### config.mk
export PLATFORM = sky130hd
export DESIGN_NAME = digital_clock
export DESIGN_NICKNAME = d
export VERILOG_FILES = /design/src/rtl/clock_pkg.sv /design/src/rtl/tick_gen.sv /design/src/rtl/button_sync.sv /design/src/rtl/mode_ctrl.sv /design/src/rtl/hms_counter.sv /design/src/rtl/alarm_unit.sv /design/src/rtl/seg_display.sv /design/src/rtl/digital_clock.sv
export SDC_FILE = /design/constraint.sdc
export NUM_CORES = 1
export LEC_CHECK = 0
export BUFFER_PORTS_ARGS = -buffer_cell sky130_fd_sc_hd__buf_2
export CAP_MARGIN = 20
export CORE_MARGIN = 3
export CORE_UTILIZATION = 40
export DETAILED_ROUTE_END_ITERATION = 10
export PLACE_DENSITY = 0.57
export REMOVE_ABC_BUFFERS = 1
export SYNTH_ARGS = -nofsm -noshare
export SYNTH_HDL_FRONTEND = slang
export SYNTH_SLANG_ARGS = --single-unit
### constraint.sdc
create_clock -name clk -period 7.1 [get_ports clk]
set_input_delay 0.71 -clock clk [delete_from_list [all_inputs] [get_ports clk]]
set_output_delay 0.71 -clock clk [all_outputs]
set_load 0.005 [all_outputs]
### src/rtl/clock_pkg.sv
// Shared types and constants for the six-digit clock
// Divider defaults assume a 50 MHz board clock
// Segment bus is ordered a down to g, active high
package clock_pkg;

	typedef enum logic [1:0] {
		MODE_CLOCK = 2'd0,
		MODE_SETUP = 2'd1,
		MODE_ALARM = 2'd2
	} mode_e;

	// Encoding matches digit index divided by two on the display
	typedef enum logic [1:0] {
		POS_SEC  = 2'd0,
		POS_MIN  = 2'd1,
		POS_HOUR = 2'd2
	} pos_e;

	localparam int FIELD_W = 6;
	localparam logic [FIELD_W-1:0] SEC_MAX  = 6'd59;
	localparam logic [FIELD_W-1:0] MIN_MAX  = 6'd59;
	localparam logic [FIELD_W-1:0] HOUR_MAX = 6'd23;

	localparam int DIGIT_W    = 4;
	localparam int SEG_W      = 7;
	localparam int NUM_DIGITS = 6;

	localparam logic [SEG_W-1:0] SEG_BLANK = 7'b000_0000;
	localparam logic [SEG_W-1:0] SEG_DIGIT_TABLE [10] = '{
		7'b111_1110, 7'b011_0000, 7'b110_1101, 7'b111_1001, 7'b011_0011,
		7'b101_1011, 7'b101_1111, 7'b111_0000, 7'b111_1111, 7'b111_0011
	};

	// Cycles per pulse at 50 MHz
	localparam int DEF_SEC_DIV    = 50_000_000;
	localparam int DEF_SCAN_DIV   = 5_000;
	localparam int DEF_BLINK_DIV  = 2_500_000;
	localparam int DEF_SAMPLE_DIV = 500_000;

	// Field increment that wraps at its limit, no carry out
	function automatic logic [FIELD_W-1:0] inc_wrap(input logic [FIELD_W-1:0] value,
		input logic [FIELD_W-1:0] max_val);
		return (value >= max_val) ? '0 : value + 1'b1;
	endfunction

endpackage

### src/rtl/tick_gen.sv
// Enable pulse generator, everything stays in the clk domain
// Each divider must be 2 or more
// First pulse arrives DIV cycles after reset release
module tick_gen import clock_pkg::*; #(
	parameter int SEC_DIV    = DEF_SEC_DIV,
	parameter int SCAN_DIV   = DEF_SCAN_DIV,
	parameter int BLINK_DIV  = DEF_BLINK_DIV,
	parameter int SAMPLE_DIV = DEF_SAMPLE_DIV
) (
	input  logic clk,
	input  logic rst_n,
	output logic o_sec_tick,
	output logic o_scan_tick,
	output logic o_blink,
	output logic o_sample_tick
);

	localparam int DIVS [4] = '{SEC_DIV, SCAN_DIV, BLINK_DIV, SAMPLE_DIV};

	// Terminal count of each counter: sec, scan, blink, sample
	logic [3:0] hit;
	logic [2:0] tick_q;
	logic       blink_q;

	for (genvar g = 0; g < 4; g++) begin : g_div
		localparam int CW = $clog2(DIVS[g]);
		logic [CW-1:0] cnt_q;

		assign hit[g] = (cnt_q == CW'(DIVS[g] - 1));

		always_ff @(posedge clk or negedge rst_n) begin
			if (!rst_n) begin
				cnt_q <= '0;
			end else if (hit[g]) begin
				cnt_q <= '0;
			end else begin
				cnt_q <= cnt_q + 1'b1;
			end
		end
	end

	always_ff @(posedge clk or negedge rst_n) begin
		if (!rst_n) begin
			tick_q  <= '0;
			blink_q <= 1'b0;
		end else begin
			tick_q  <= {hit[3], hit[1], hit[0]};
			blink_q <= blink_q ^ hit[2];
		end
	end

	assign o_sec_tick    = tick_q[0];
	assign o_scan_tick   = tick_q[1];
	assign o_sample_tick = tick_q[2];
	assign o_blink       = blink_q;

endmodule

### src/rtl/button_sync.sv
// Button synchronizer and debouncer for four active high buttons
// Bounce must settle within one sample period
// A press gives exactly one pulse, release gives none
module button_sync (
	input  logic       clk,
	input  logic       rst_n,
	input  logic       i_sample_tick,
	input  logic [3:0] i_btn,
	output logic [3:0] o_press
);

	logic [3:0] sync_q1;
	logic [3:0] sync_q2;
	logic [3:0] samp_q;

	// ------------------------------------------------------------
	// Two-flop synchronizer
	// ------------------------------------------------------------
	always_ff @(posedge clk or negedge rst_n) begin
		if (!rst_n) begin
			sync_q1 <= '0;
			sync_q2 <= '0;
		end else begin
			sync_q1 <= i_btn;
			sync_q2 <= sync_q1;
		end
	end

	// ------------------------------------------------------------
	// Slow sampling, previous level kept for edge detect
	// ------------------------------------------------------------
	always_ff @(posedge clk or negedge rst_n) begin
		if (!rst_n) begin
			samp_q <= '0;
		end else if (i_sample_tick) begin
			samp_q <= sync_q2;
		end
	end

	// Rising sampled level
	assign o_press = {4{i_sample_tick}} & sync_q2 & ~samp_q;

endmodule

### src/rtl/mode_ctrl.sv
// Mode and field selection from debounced button presses
// Press bits: 0 mode, 1 position, 2 increment, 3 alarm enable
// Increment strobes are combinational from the press pulse
module mode_ctrl import clock_pkg::*; (
	input  logic       clk,
	input  logic       rst_n,
	input  logic [3:0] i_press,
	output mode_e      o_mode,
	output pos_e       o_pos,
	output logic       o_alarm_en,
	output logic       o_inc_time,
	output logic       o_inc_alarm
);

	mode_e mode_q;
	pos_e  pos_q;
	logic  alarm_en_q;

	// Mode FSM: clock -> setup -> alarm -> clock
	always_ff @(posedge clk or negedge rst_n) begin
		if (!rst_n) begin
			mode_q <= MODE_CLOCK;
		end else if (i_press[0]) begin
			case (mode_q)
				MODE_CLOCK: mode_q <= MODE_SETUP;
				MODE_SETUP: mode_q <= MODE_ALARM;
				default:    mode_q <= MODE_CLOCK;
			endcase
		end
	end

	// Field select: sec -> min -> hour -> sec
	always_ff @(posedge clk or negedge rst_n) begin
		if (!rst_n) begin
			pos_q <= POS_SEC;
		end else if (i_press[1]) begin
			case (pos_q)
				POS_SEC: pos_q <= POS_MIN;
				POS_MIN: pos_q <= POS_HOUR;
				default: pos_q <= POS_SEC;
			endcase
		end
	end

	always_ff @(posedge clk or negedge rst_n) begin
		if (!rst_n) begin
			alarm_en_q <= 1'b0;
		end else if (i_press[3]) begin
			alarm_en_q <= ~alarm_en_q;
		end
	end

	assign o_mode     = mode_q;
	assign o_pos      = pos_q;
	assign o_alarm_en = alarm_en_q;

	// Increment is dropped in clock mode
	assign o_inc_time  = i_press[2] && (mode_q == MODE_SETUP);
	assign o_inc_alarm = i_press[2] && (mode_q == MODE_ALARM);

endmodule

### src/rtl/hms_counter.sv
// Running time of day, 24 hour format
// Time is frozen in setup mode, only single field increments apply
// Setup increments wrap per field and never carry
module hms_counter import clock_pkg::*; (
	input  logic               clk,
	input  logic               rst_n,
	input  logic               i_sec_tick,
	input  mode_e              i_mode,
	input  pos_e               i_pos,
	input  logic               i_inc,
	output logic [FIELD_W-1:0] o_sec,
	output logic [FIELD_W-1:0] o_min,
	output logic [FIELD_W-1:0] o_hour
);

	logic [FIELD_W-1:0] sec_q;
	logic [FIELD_W-1:0] min_q;
	logic [FIELD_W-1:0] hour_q;

	always_ff @(posedge clk or negedge rst_n) begin
		if (!rst_n) begin
			sec_q  <= '0;
			min_q  <= '0;
			hour_q <= '0;
		end else if (i_mode == MODE_SETUP) begin
			if (i_inc) begin
				case (i_pos)
					POS_SEC:  sec_q  <= inc_wrap(sec_q, SEC_MAX);
					POS_MIN:  min_q  <= inc_wrap(min_q, MIN_MAX);
					POS_HOUR: hour_q <= inc_wrap(hour_q, HOUR_MAX);
					default: begin
					end
				endcase
			end
		end else if (i_sec_tick) begin
			sec_q <= inc_wrap(sec_q, SEC_MAX);
			// Carry into minutes, then hours
			if (sec_q == SEC_MAX) begin
				min_q <= inc_wrap(min_q, MIN_MAX);
				if (min_q == MIN_MAX) begin
					hour_q <= inc_wrap(hour_q, HOUR_MAX);
				end
			end
		end
	end

	assign o_sec  = sec_q;
	assign o_min  = min_q;
	assign o_hour = hour_q;

endmodule

### src/rtl/alarm_unit.sv
// Alarm time registers and alarm latch
// Alarm time is set field by field, no carry between fields
// Output latches on a match and holds until enable drops
module alarm_unit import clock_pkg::*; (
	input  logic               clk,
	input  logic               rst_n,
	input  logic               i_inc,
	input  pos_e               i_pos,
	input  logic               i_alarm_en,
	input  logic [FIELD_W-1:0] i_sec,
	input  logic [FIELD_W-1:0] i_min,
	input  logic [FIELD_W-1:0] i_hour,
	output logic [FIELD_W-1:0] o_alarm_sec,
	output logic [FIELD_W-1:0] o_alarm_min,
	output logic [FIELD_W-1:0] o_alarm_hour,
	output logic               o_alarm
);

	logic [FIELD_W-1:0] al_sec_q;
	logic [FIELD_W-1:0] al_min_q;
	logic [FIELD_W-1:0] al_hour_q;
	logic               match;
	logic               alarm_q;

	// ------------------------------------------------------------
	// Alarm time setting
	// ------------------------------------------------------------
	always_ff @(posedge clk or negedge rst_n) begin
		if (!rst_n) begin
			al_sec_q  <= '0;
			al_min_q  <= '0;
			al_hour_q <= '0;
		end else if (i_inc) begin
			case (i_pos)
				POS_SEC:  al_sec_q  <= inc_wrap(al_sec_q, SEC_MAX);
				POS_MIN:  al_min_q  <= inc_wrap(al_min_q, MIN_MAX);
				POS_HOUR: al_hour_q <= inc_wrap(al_hour_q, HOUR_MAX);
				default: begin
				end
			endcase
		end
	end

	// ------------------------------------------------------------
	// Match and latch
	// ------------------------------------------------------------
	assign match = (i_sec == al_sec_q) && (i_min == al_min_q) && (i_hour == al_hour_q);

	always_ff @(posedge clk or negedge rst_n) begin
		if (!rst_n) begin
			alarm_q <= 1'b0;
		end else begin
			alarm_q <= i_alarm_en & (match | alarm_q);
		end
	end

	assign o_alarm_sec  = al_sec_q;
	assign o_alarm_min  = al_min_q;
	assign o_alarm_hour = al_hour_q;
	assign o_alarm      = alarm_q;

endmodule

### src/rtl/seg_display.sv
// Six-digit multiplexed seven-segment driver
// Digit 0 is seconds ones, digit 5 is hours tens
// Enables are active low with one digit on at a time
// Selected field blinks off in setup mode
module seg_display import clock_pkg::*; (
	input  logic               clk,
	input  logic               rst_n,
	input  logic               i_scan_tick,
	input  logic               i_blink,
	input  mode_e              i_mode,
	input  pos_e               i_pos,
	input  logic [FIELD_W-1:0] i_sec,
	input  logic [FIELD_W-1:0] i_min,
	input  logic [FIELD_W-1:0] i_hour,
	input  logic [FIELD_W-1:0] i_alarm_sec,
	input  logic [FIELD_W-1:0] i_alarm_min,
	input  logic [FIELD_W-1:0] i_alarm_hour,
	output logic [SEG_W-1:0]   o_seg,
	output logic               o_seg_dp,
	output logic [NUM_DIGITS-1:0] o_seg_enb
);

	localparam int SCAN_W = $clog2(NUM_DIGITS);

	logic [SCAN_W-1:0]  digit_q;
	logic [1:0]         field_idx;
	logic [FIELD_W-1:0] field;
	logic [DIGIT_W-1:0] digit_val;
	logic               blank;

	// ------------------------------------------------------------
	// Scan counter
	// ------------------------------------------------------------
	always_ff @(posedge clk or negedge rst_n) begin
		if (!rst_n) begin
			digit_q <= '0;
		end else if (i_scan_tick) begin
			if (digit_q == SCAN_W'(NUM_DIGITS - 1)) begin
				digit_q <= '0;
			end else begin
				digit_q <= digit_q + 1'b1;
			end
		end
	end

	// Two digits per field in pos_e order
	assign field_idx = 2'(digit_q >> 1);

	// ------------------------------------------------------------
	// Field select and digit split
	// ------------------------------------------------------------
	always_comb begin
		case (field_idx)
			2'd0:    field = (i_mode == MODE_ALARM) ? i_alarm_sec : i_sec;
			2'd1:    field = (i_mode == MODE_ALARM) ? i_alarm_min : i_min;
			default: field = (i_mode == MODE_ALARM) ? i_alarm_hour : i_hour;
		endcase

		if (digit_q[0]) begin
			digit_val = DIGIT_W'(field / 10);
		end else begin
			digit_val = DIGIT_W'(field % 10);
		end
	end

	assign blank = (i_mode == MODE_SETUP) && i_blink && (field_idx == i_pos);

	// ------------------------------------------------------------
	// Segment decode and enables
	// ------------------------------------------------------------
	always_comb begin
		if (blank) begin
			o_seg = SEG_BLANK;
		end else begin
			o_seg = SEG_DIGIT_TABLE[digit_val];
		end
	end

	assign o_seg_enb = blank ? '1 : ~(NUM_DIGITS'(1) << digit_q);

	// Separators after the hours and minutes
	assign o_seg_dp = !blank && (digit_q == SCAN_W'(2) || digit_q == SCAN_W'(4));

endmodule

### src/rtl/digital_clock.sv
// Top level of the six-digit seven-segment clock
// Buttons are raw asynchronous inputs, active high
// Dividers default to a 50 MHz clock and accept any value of 2 or more
module digital_clock import clock_pkg::*; #(
	parameter int SEC_DIV    = DEF_SEC_DIV,
	parameter int SCAN_DIV   = DEF_SCAN_DIV,
	parameter int BLINK_DIV  = DEF_BLINK_DIV,
	parameter int SAMPLE_DIV = DEF_SAMPLE_DIV
) (
	input  logic                  clk,
	input  logic                  rst_n,
	input  logic                  i_btn_mode,
	input  logic                  i_btn_pos,
	input  logic                  i_btn_inc,
	input  logic                  i_btn_alarm_en,
	output logic [SEG_W-1:0]      o_seg,
	output logic                  o_seg_dp,
	output logic [NUM_DIGITS-1:0] o_seg_enb,
	output logic                  o_alarm
);

	logic               sec_tick;
	logic               scan_tick;
	logic               blink;
	logic               sample_tick;
	logic [3:0]         press;
	mode_e              mode;
	pos_e               pos;
	logic               alarm_en;
	logic               inc_time;
	logic               inc_alarm;
	logic [FIELD_W-1:0] sec;
	logic [FIELD_W-1:0] min;
	logic [FIELD_W-1:0] hour;
	logic [FIELD_W-1:0] alarm_sec;
	logic [FIELD_W-1:0] alarm_min;
	logic [FIELD_W-1:0] alarm_hour;

	tick_gen #(
		.SEC_DIV    (SEC_DIV),
		.SCAN_DIV   (SCAN_DIV),
		.BLINK_DIV  (BLINK_DIV),
		.SAMPLE_DIV (SAMPLE_DIV)
	) u_tick_gen (
		.clk           (clk),
		.rst_n         (rst_n),
		.o_sec_tick    (sec_tick),
		.o_scan_tick   (scan_tick),
		.o_blink       (blink),
		.o_sample_tick (sample_tick)
	);

	// Press order matches mode_ctrl
	button_sync u_button_sync (
		.clk           (clk),
		.rst_n         (rst_n),
		.i_sample_tick (sample_tick),
		.i_btn         ({i_btn_alarm_en, i_btn_inc, i_btn_pos, i_btn_mode}),
		.o_press       (press)
	);

	mode_ctrl u_mode_ctrl (
		.clk         (clk),
		.rst_n       (rst_n),
		.i_press     (press),
		.o_mode      (mode),
		.o_pos       (pos),
		.o_alarm_en  (alarm_en),
		.o_inc_time  (inc_time),
		.o_inc_alarm (inc_alarm)
	);

	hms_counter u_hms_counter (
		.clk        (clk),
		.rst_n      (rst_n),
		.i_sec_tick (sec_tick),
		.i_mode     (mode),
		.i_pos      (pos),
		.i_inc      (inc_time),
		.o_sec      (sec),
		.o_min      (min),
		.o_hour     (hour)
	);

	alarm_unit u_alarm_unit (
		.clk          (clk),
		.rst_n        (rst_n),
		.i_inc        (inc_alarm),
		.i_pos        (pos),
		.i_alarm_en   (alarm_en),
		.i_sec        (sec),
		.i_min        (min),
		.i_hour       (hour),
		.o_alarm_sec  (alarm_sec),
		.o_alarm_min  (alarm_min),
		.o_alarm_hour (alarm_hour),
		.o_alarm      (o_alarm)
	);

	seg_display u_seg_display (
		.clk          (clk),
		.rst_n        (rst_n),
		.i_scan_tick  (scan_tick),
		.i_blink      (blink),
		.i_mode       (mode),
		.i_pos        (pos),
		.i_sec        (sec),
		.i_min        (min),
		.i_hour       (hour),
		.i_alarm_sec  (alarm_sec),
		.i_alarm_min  (alarm_min),
		.i_alarm_hour (alarm_hour),
		.o_seg        (o_seg),
		.o_seg_dp     (o_seg_dp),
		.o_seg_enb    (o_seg_enb)
	);

endmodule

==> out/metrics.yaml <==
cells_and_area:
  final_layout_size_suffix_gt1_frac: 0.116
  nNetsFinal: 840
  areaGrowthSynthToFinish_pct: 11.7
  n_antenna_cell: 0
  n_fill_cell: 1811
synth:
  syn-cell-area_um2: 7770
  synth_edf_count: 0
  seq_area_frac_synth: 0.454
  ys_warn_count: 0
  postSynth.asyncResetShare: 1.00
  syn_area_per_cell_um2: 9.75
  ys_seq_elements: 141
  synthDistinctLibCells: 73
  syn_inst: 797
  dominantRegCellSynth: "dfrtp_1"
setup_path:
  rr_startpoint: "u_hms_counter.o_sec[0]"
  r2r_cells: 6
  slowest_delay_ns: 0.67
  setup.worst_path.class: "reg2out"
  start_kind: "flip-flop"
  crit_required_ns: 6.39
  crit_arrival_ns: 4.95
  critPathMostFrequentCell: "ha_1"
  cp_slowest_cell: "nor2b_1"
  timing.rr.end: "u_hms_counter.o_hour[3]"
  endpoint_kind: "output pin"
  path_cells: "nor2b_1 > mux2i_1 > a211oi_4 > inv_2 > ha_1 > nor2_1 > o211ai_1 > o21ai_0 > a221oi_2 > ha_1 > inv_1 > a31oi_1 > a211o_4 > and2_4 > o31a_1 > buf_2"
  reg2reg_slack_ns: 4.51
  worstPathMaxFanout: 9
drt:
  totalWireLength_mm: 15.4
  drt-pass1-iter-count: 5
  wl_per_cell_um: 14.2
  vias_per_cell: 5.20
  drt-initial-drc-count: 351
  vias: 5653
  drcViolationCount: 0
  postRouteAntennaNets: 0
floorplanning:
  fp.dieH_um: 145
  die_x_um: 145
  core_area_um2: 18900
  initial_core_util: 0.411
  ioPinCount: 21
  rows: 50
  fp.dieArea_um2: 21100
placed_design:
  gp_congestion: 0.854
  numPortBuffers: 20
  hpwl_mm: 10.7
  dp_worst_setup_slack_ns: 1.89
power_and_ir_drop:
  netSwitchingFraction: 0.229
  p_int_mw: 1.31
  ir_worst_vdd_uv: 151
  p_leak_nw: 3.85
  p_sw_mw: 0.387
  seqPwrFrac: 0.476
  comb_power_share: 0.010
  p_clk_frac: 0.514
  pwr_density_cell_nw_per_um2: 195
grt:
  grt_pass1_vias: 5545
  grt_max_degree: 73
  grt_pass1_wl_mm: 27.4
  grt_util_all_layers: 0.155
  overflow: 0
  antenna_found_initial: 0
worst_hold_path:
  hp-class: "in2async"
clocking:
  cts_sinks: 141
  cts_made_buffers: 17
  h-tree-depth: 4
  clkTransAtPathRegs_ns: 0.06
  ctsResizeCount: 0
  clockBufferDepth: 2
  holdBufCountCts: 0
  tritoncts: "yes"
  clockRootBuffer: "clkbuf_16"
  postCtsSetupRepairBufs: 0
  clock_latency_ns: 0.43
sta:
  hold_viol_final: 0
  finClkSkew_ns: 0.00918
  setup_viol: 0
  setup_tns_ns: 0
  rsz0062_at_grt: "no"
  max_freq_ghz: 0.177
  final_max_slew_viol_count: 0
  period_needed_ns: 5.66
  tightest_slew_ns: 0.901
  period_share: 0.798
  post-route-worst-setup-slack_ns: 1.44
  maxSlewHeadroom: 0.397
flow_run:
  drv_cap: 0
outcome:
  status: "finished clean"
==> cell type report <==
cell class / count / area, um2 / area share
Timing Repair Buffer: 24 / 136 / 0.0157
Clock inverter: 13 / 131 / 0.0151
Sequential cell: 141 / 3530 / 0.407
Inverter: 26 / 97.6 / 0.0112
Clock buffer: 19 / 443 / 0.0510
Tap cell: 260 / 325 / 0.0375
Multi-Input combinational cell: 605 / 4020 / 0.463
==> power by group through the flow <==
stage | clock [mW] | combinational, mW | sequential, mW
4_1_cts | 0.894 | 0.0186 | 0.806
3_5_place_dp | 0 | 0.0188 | 0.821
6_report | 0.870 | 0.0169 | 0.807
5_1_grt | 0.929 | 0.0206 | 0.806
2_1_floorplan | 0 | 0.0000153 | 0.821
3_3_place_gp | 0 | 0.0190 | 0.821
==> layout by cell type, fill, tap and decap left out, types with 4 or more instances in the layout <==
cell type / synthesis / layout
dfrtp_1: 141 / 141
nor2_1: 92 / 92
nand2_1: 77 / 77
xor2_1: 52 / 52
o21ai_0: 46 / 46
nand3_1: 45 / 45
xnor2_1: 40 / 40
nand4_1: 29 / 29
inv_1: 24 / 24
a21oi_1: 24 / 24
ha_1: 19 / 19
buf_2: 2 / 19
clkbuf_16: 0 / 17
nor2b_1: 16 / 16
and3_1: 14 / 14
o31ai_1: 12 / 12
nor3_1: 12 / 12
mux2_2: 10 / 10
nand2b_1: 8 / 8
mux2i_1: 8 / 8
nor4_1: 9 / 8
o211ai_1: 5 / 5
a21o_1: 5 / 5
or3_1: 5 / 5
a31oi_1: 4 / 4
nand3b_1: 4 / 4
a22o_1: 4 / 4
clkinv_4: 0 / 4
inv_6: 0 / 4
buf_4: 1 / 4
==> cell usage after synthesis (5+ instances only) <==
cell / n / area, um2
nand3_1: 45 / 225
nor4_1: 9 / 56.3
o211ai_1: 5 / 37.5
nand2_1: 77 / 289
nand2b_1: 8 / 50.1
clkbuf_1: 19 / 71.3
inv_1: 24 / 90.1
a21o_1: 5 / 37.5
nand4_1: 29 / 181
ha_1: 19 / 238
nor2_1: 92 / 345
xor2_1: 52 / 455
dfrtp_1: 141 / 3530
o31ai_1: 12 / 90.1
nor2b_1: 16 / 100
mux2i_1: 8 / 80.1
mux2_2: 10 / 113
or3_1: 5 / 31.3
and3_1: 14 / 87.6
nor3_1: 12 / 60.1
o21ai_0: 46 / 230
a21oi_1: 24 / 120
xnor2_1: 40 / 350
==> registers in the layout, indices dropped and copies added (netlist names), 3 cells and up <==
signal,flops
u_tick_gen.g_div.cnt_q,80
u_button_sync.samp_q,4
u_seg_display.digit_q,3
u_button_sync.sync_q2,4
u_alarm_unit.o_alarm_hour,6
u_hms_counter.o_hour,6
u_alarm_unit.o_alarm_min,6
u_hms_counter.o_min,6
u_button_sync.sync_q1,4
u_tick_gen.tick_q,3
u_hms_counter.o_sec,6
u_alarm_unit.o_alarm_sec,6
==> cells by family after synthesis <==
group	share of synthesized area
simple gates	0.216
flops	0.454
compound gates	0.130
xor+xnor	0.104
buf+inv	0.0295
mux	0.0343
fa+ha+maj	0.0321
==> critical path: cells and delay by family (launching register included) <==
family	cells	cell delay, ns
AND/OR/NAND/NOR	3	0.90
adder cells (fa/ha/maj)	2	0.67
AO/OA/AOI/OAI	7	1.86
buffers and inverters	3	0.35
multiplexers	1	0.25
flip-flops	1	0.48
==> how the worst max path moves through the flow <==
stage,startpoint,endpoint,cells after the start
2_1_floorplan,u_mode_ctrl.o_mode[1],o_seg[3],15
3_3_place_gp,u_mode_ctrl.o_mode[1],o_seg[3],15
3_5_place_dp,u_mode_ctrl.o_mode[1],o_seg[3],15
4_1_cts,u_mode_ctrl.o_mode[1],o_seg[3],15
5_1_grt,u_mode_ctrl.o_mode[1],o_seg[3],16
6_report,u_mode_ctrl.o_mode[1],o_seg[5],16
==> metal layers <==
layer / GRT usage / wire [um] / part of all wire / vias up
met5: 0 / 0 / 0 / -
met4: 0.0423 / 150 / 0.0097 / 0
met3: 0.0396 / 660 / 0.043 / 13
met2: 0.238 / 6830 / 0.44 / 108
met1: 0.219 / 7790 / 0.50 / 2687
li1: - / - / - / 2845
==> per-stage QoR <==
step | hold WS [ns] | area [um2] | utilization | power, mW | std cells
5_1_grt | 0.339 | 8680 | 0.459 | 1.76 | 1088
6_report | 0.293 | 8680 | 0.459 | 1.69 | 1088
3_5_place_dp | 0.339 | 8110 | 0.429 | 0.840 | 1056
2_1_floorplan | 0.331 | 7640 | - | 0.821 | 772
4_1_cts | 0.314 | 8680 | 0.459 | 1.72 | 1088
3_3_place_gp | 0.335 | 8110 | 0.429 | 0.840 | 1056
No activity file was read; power rests on OpenSTA's default activity.
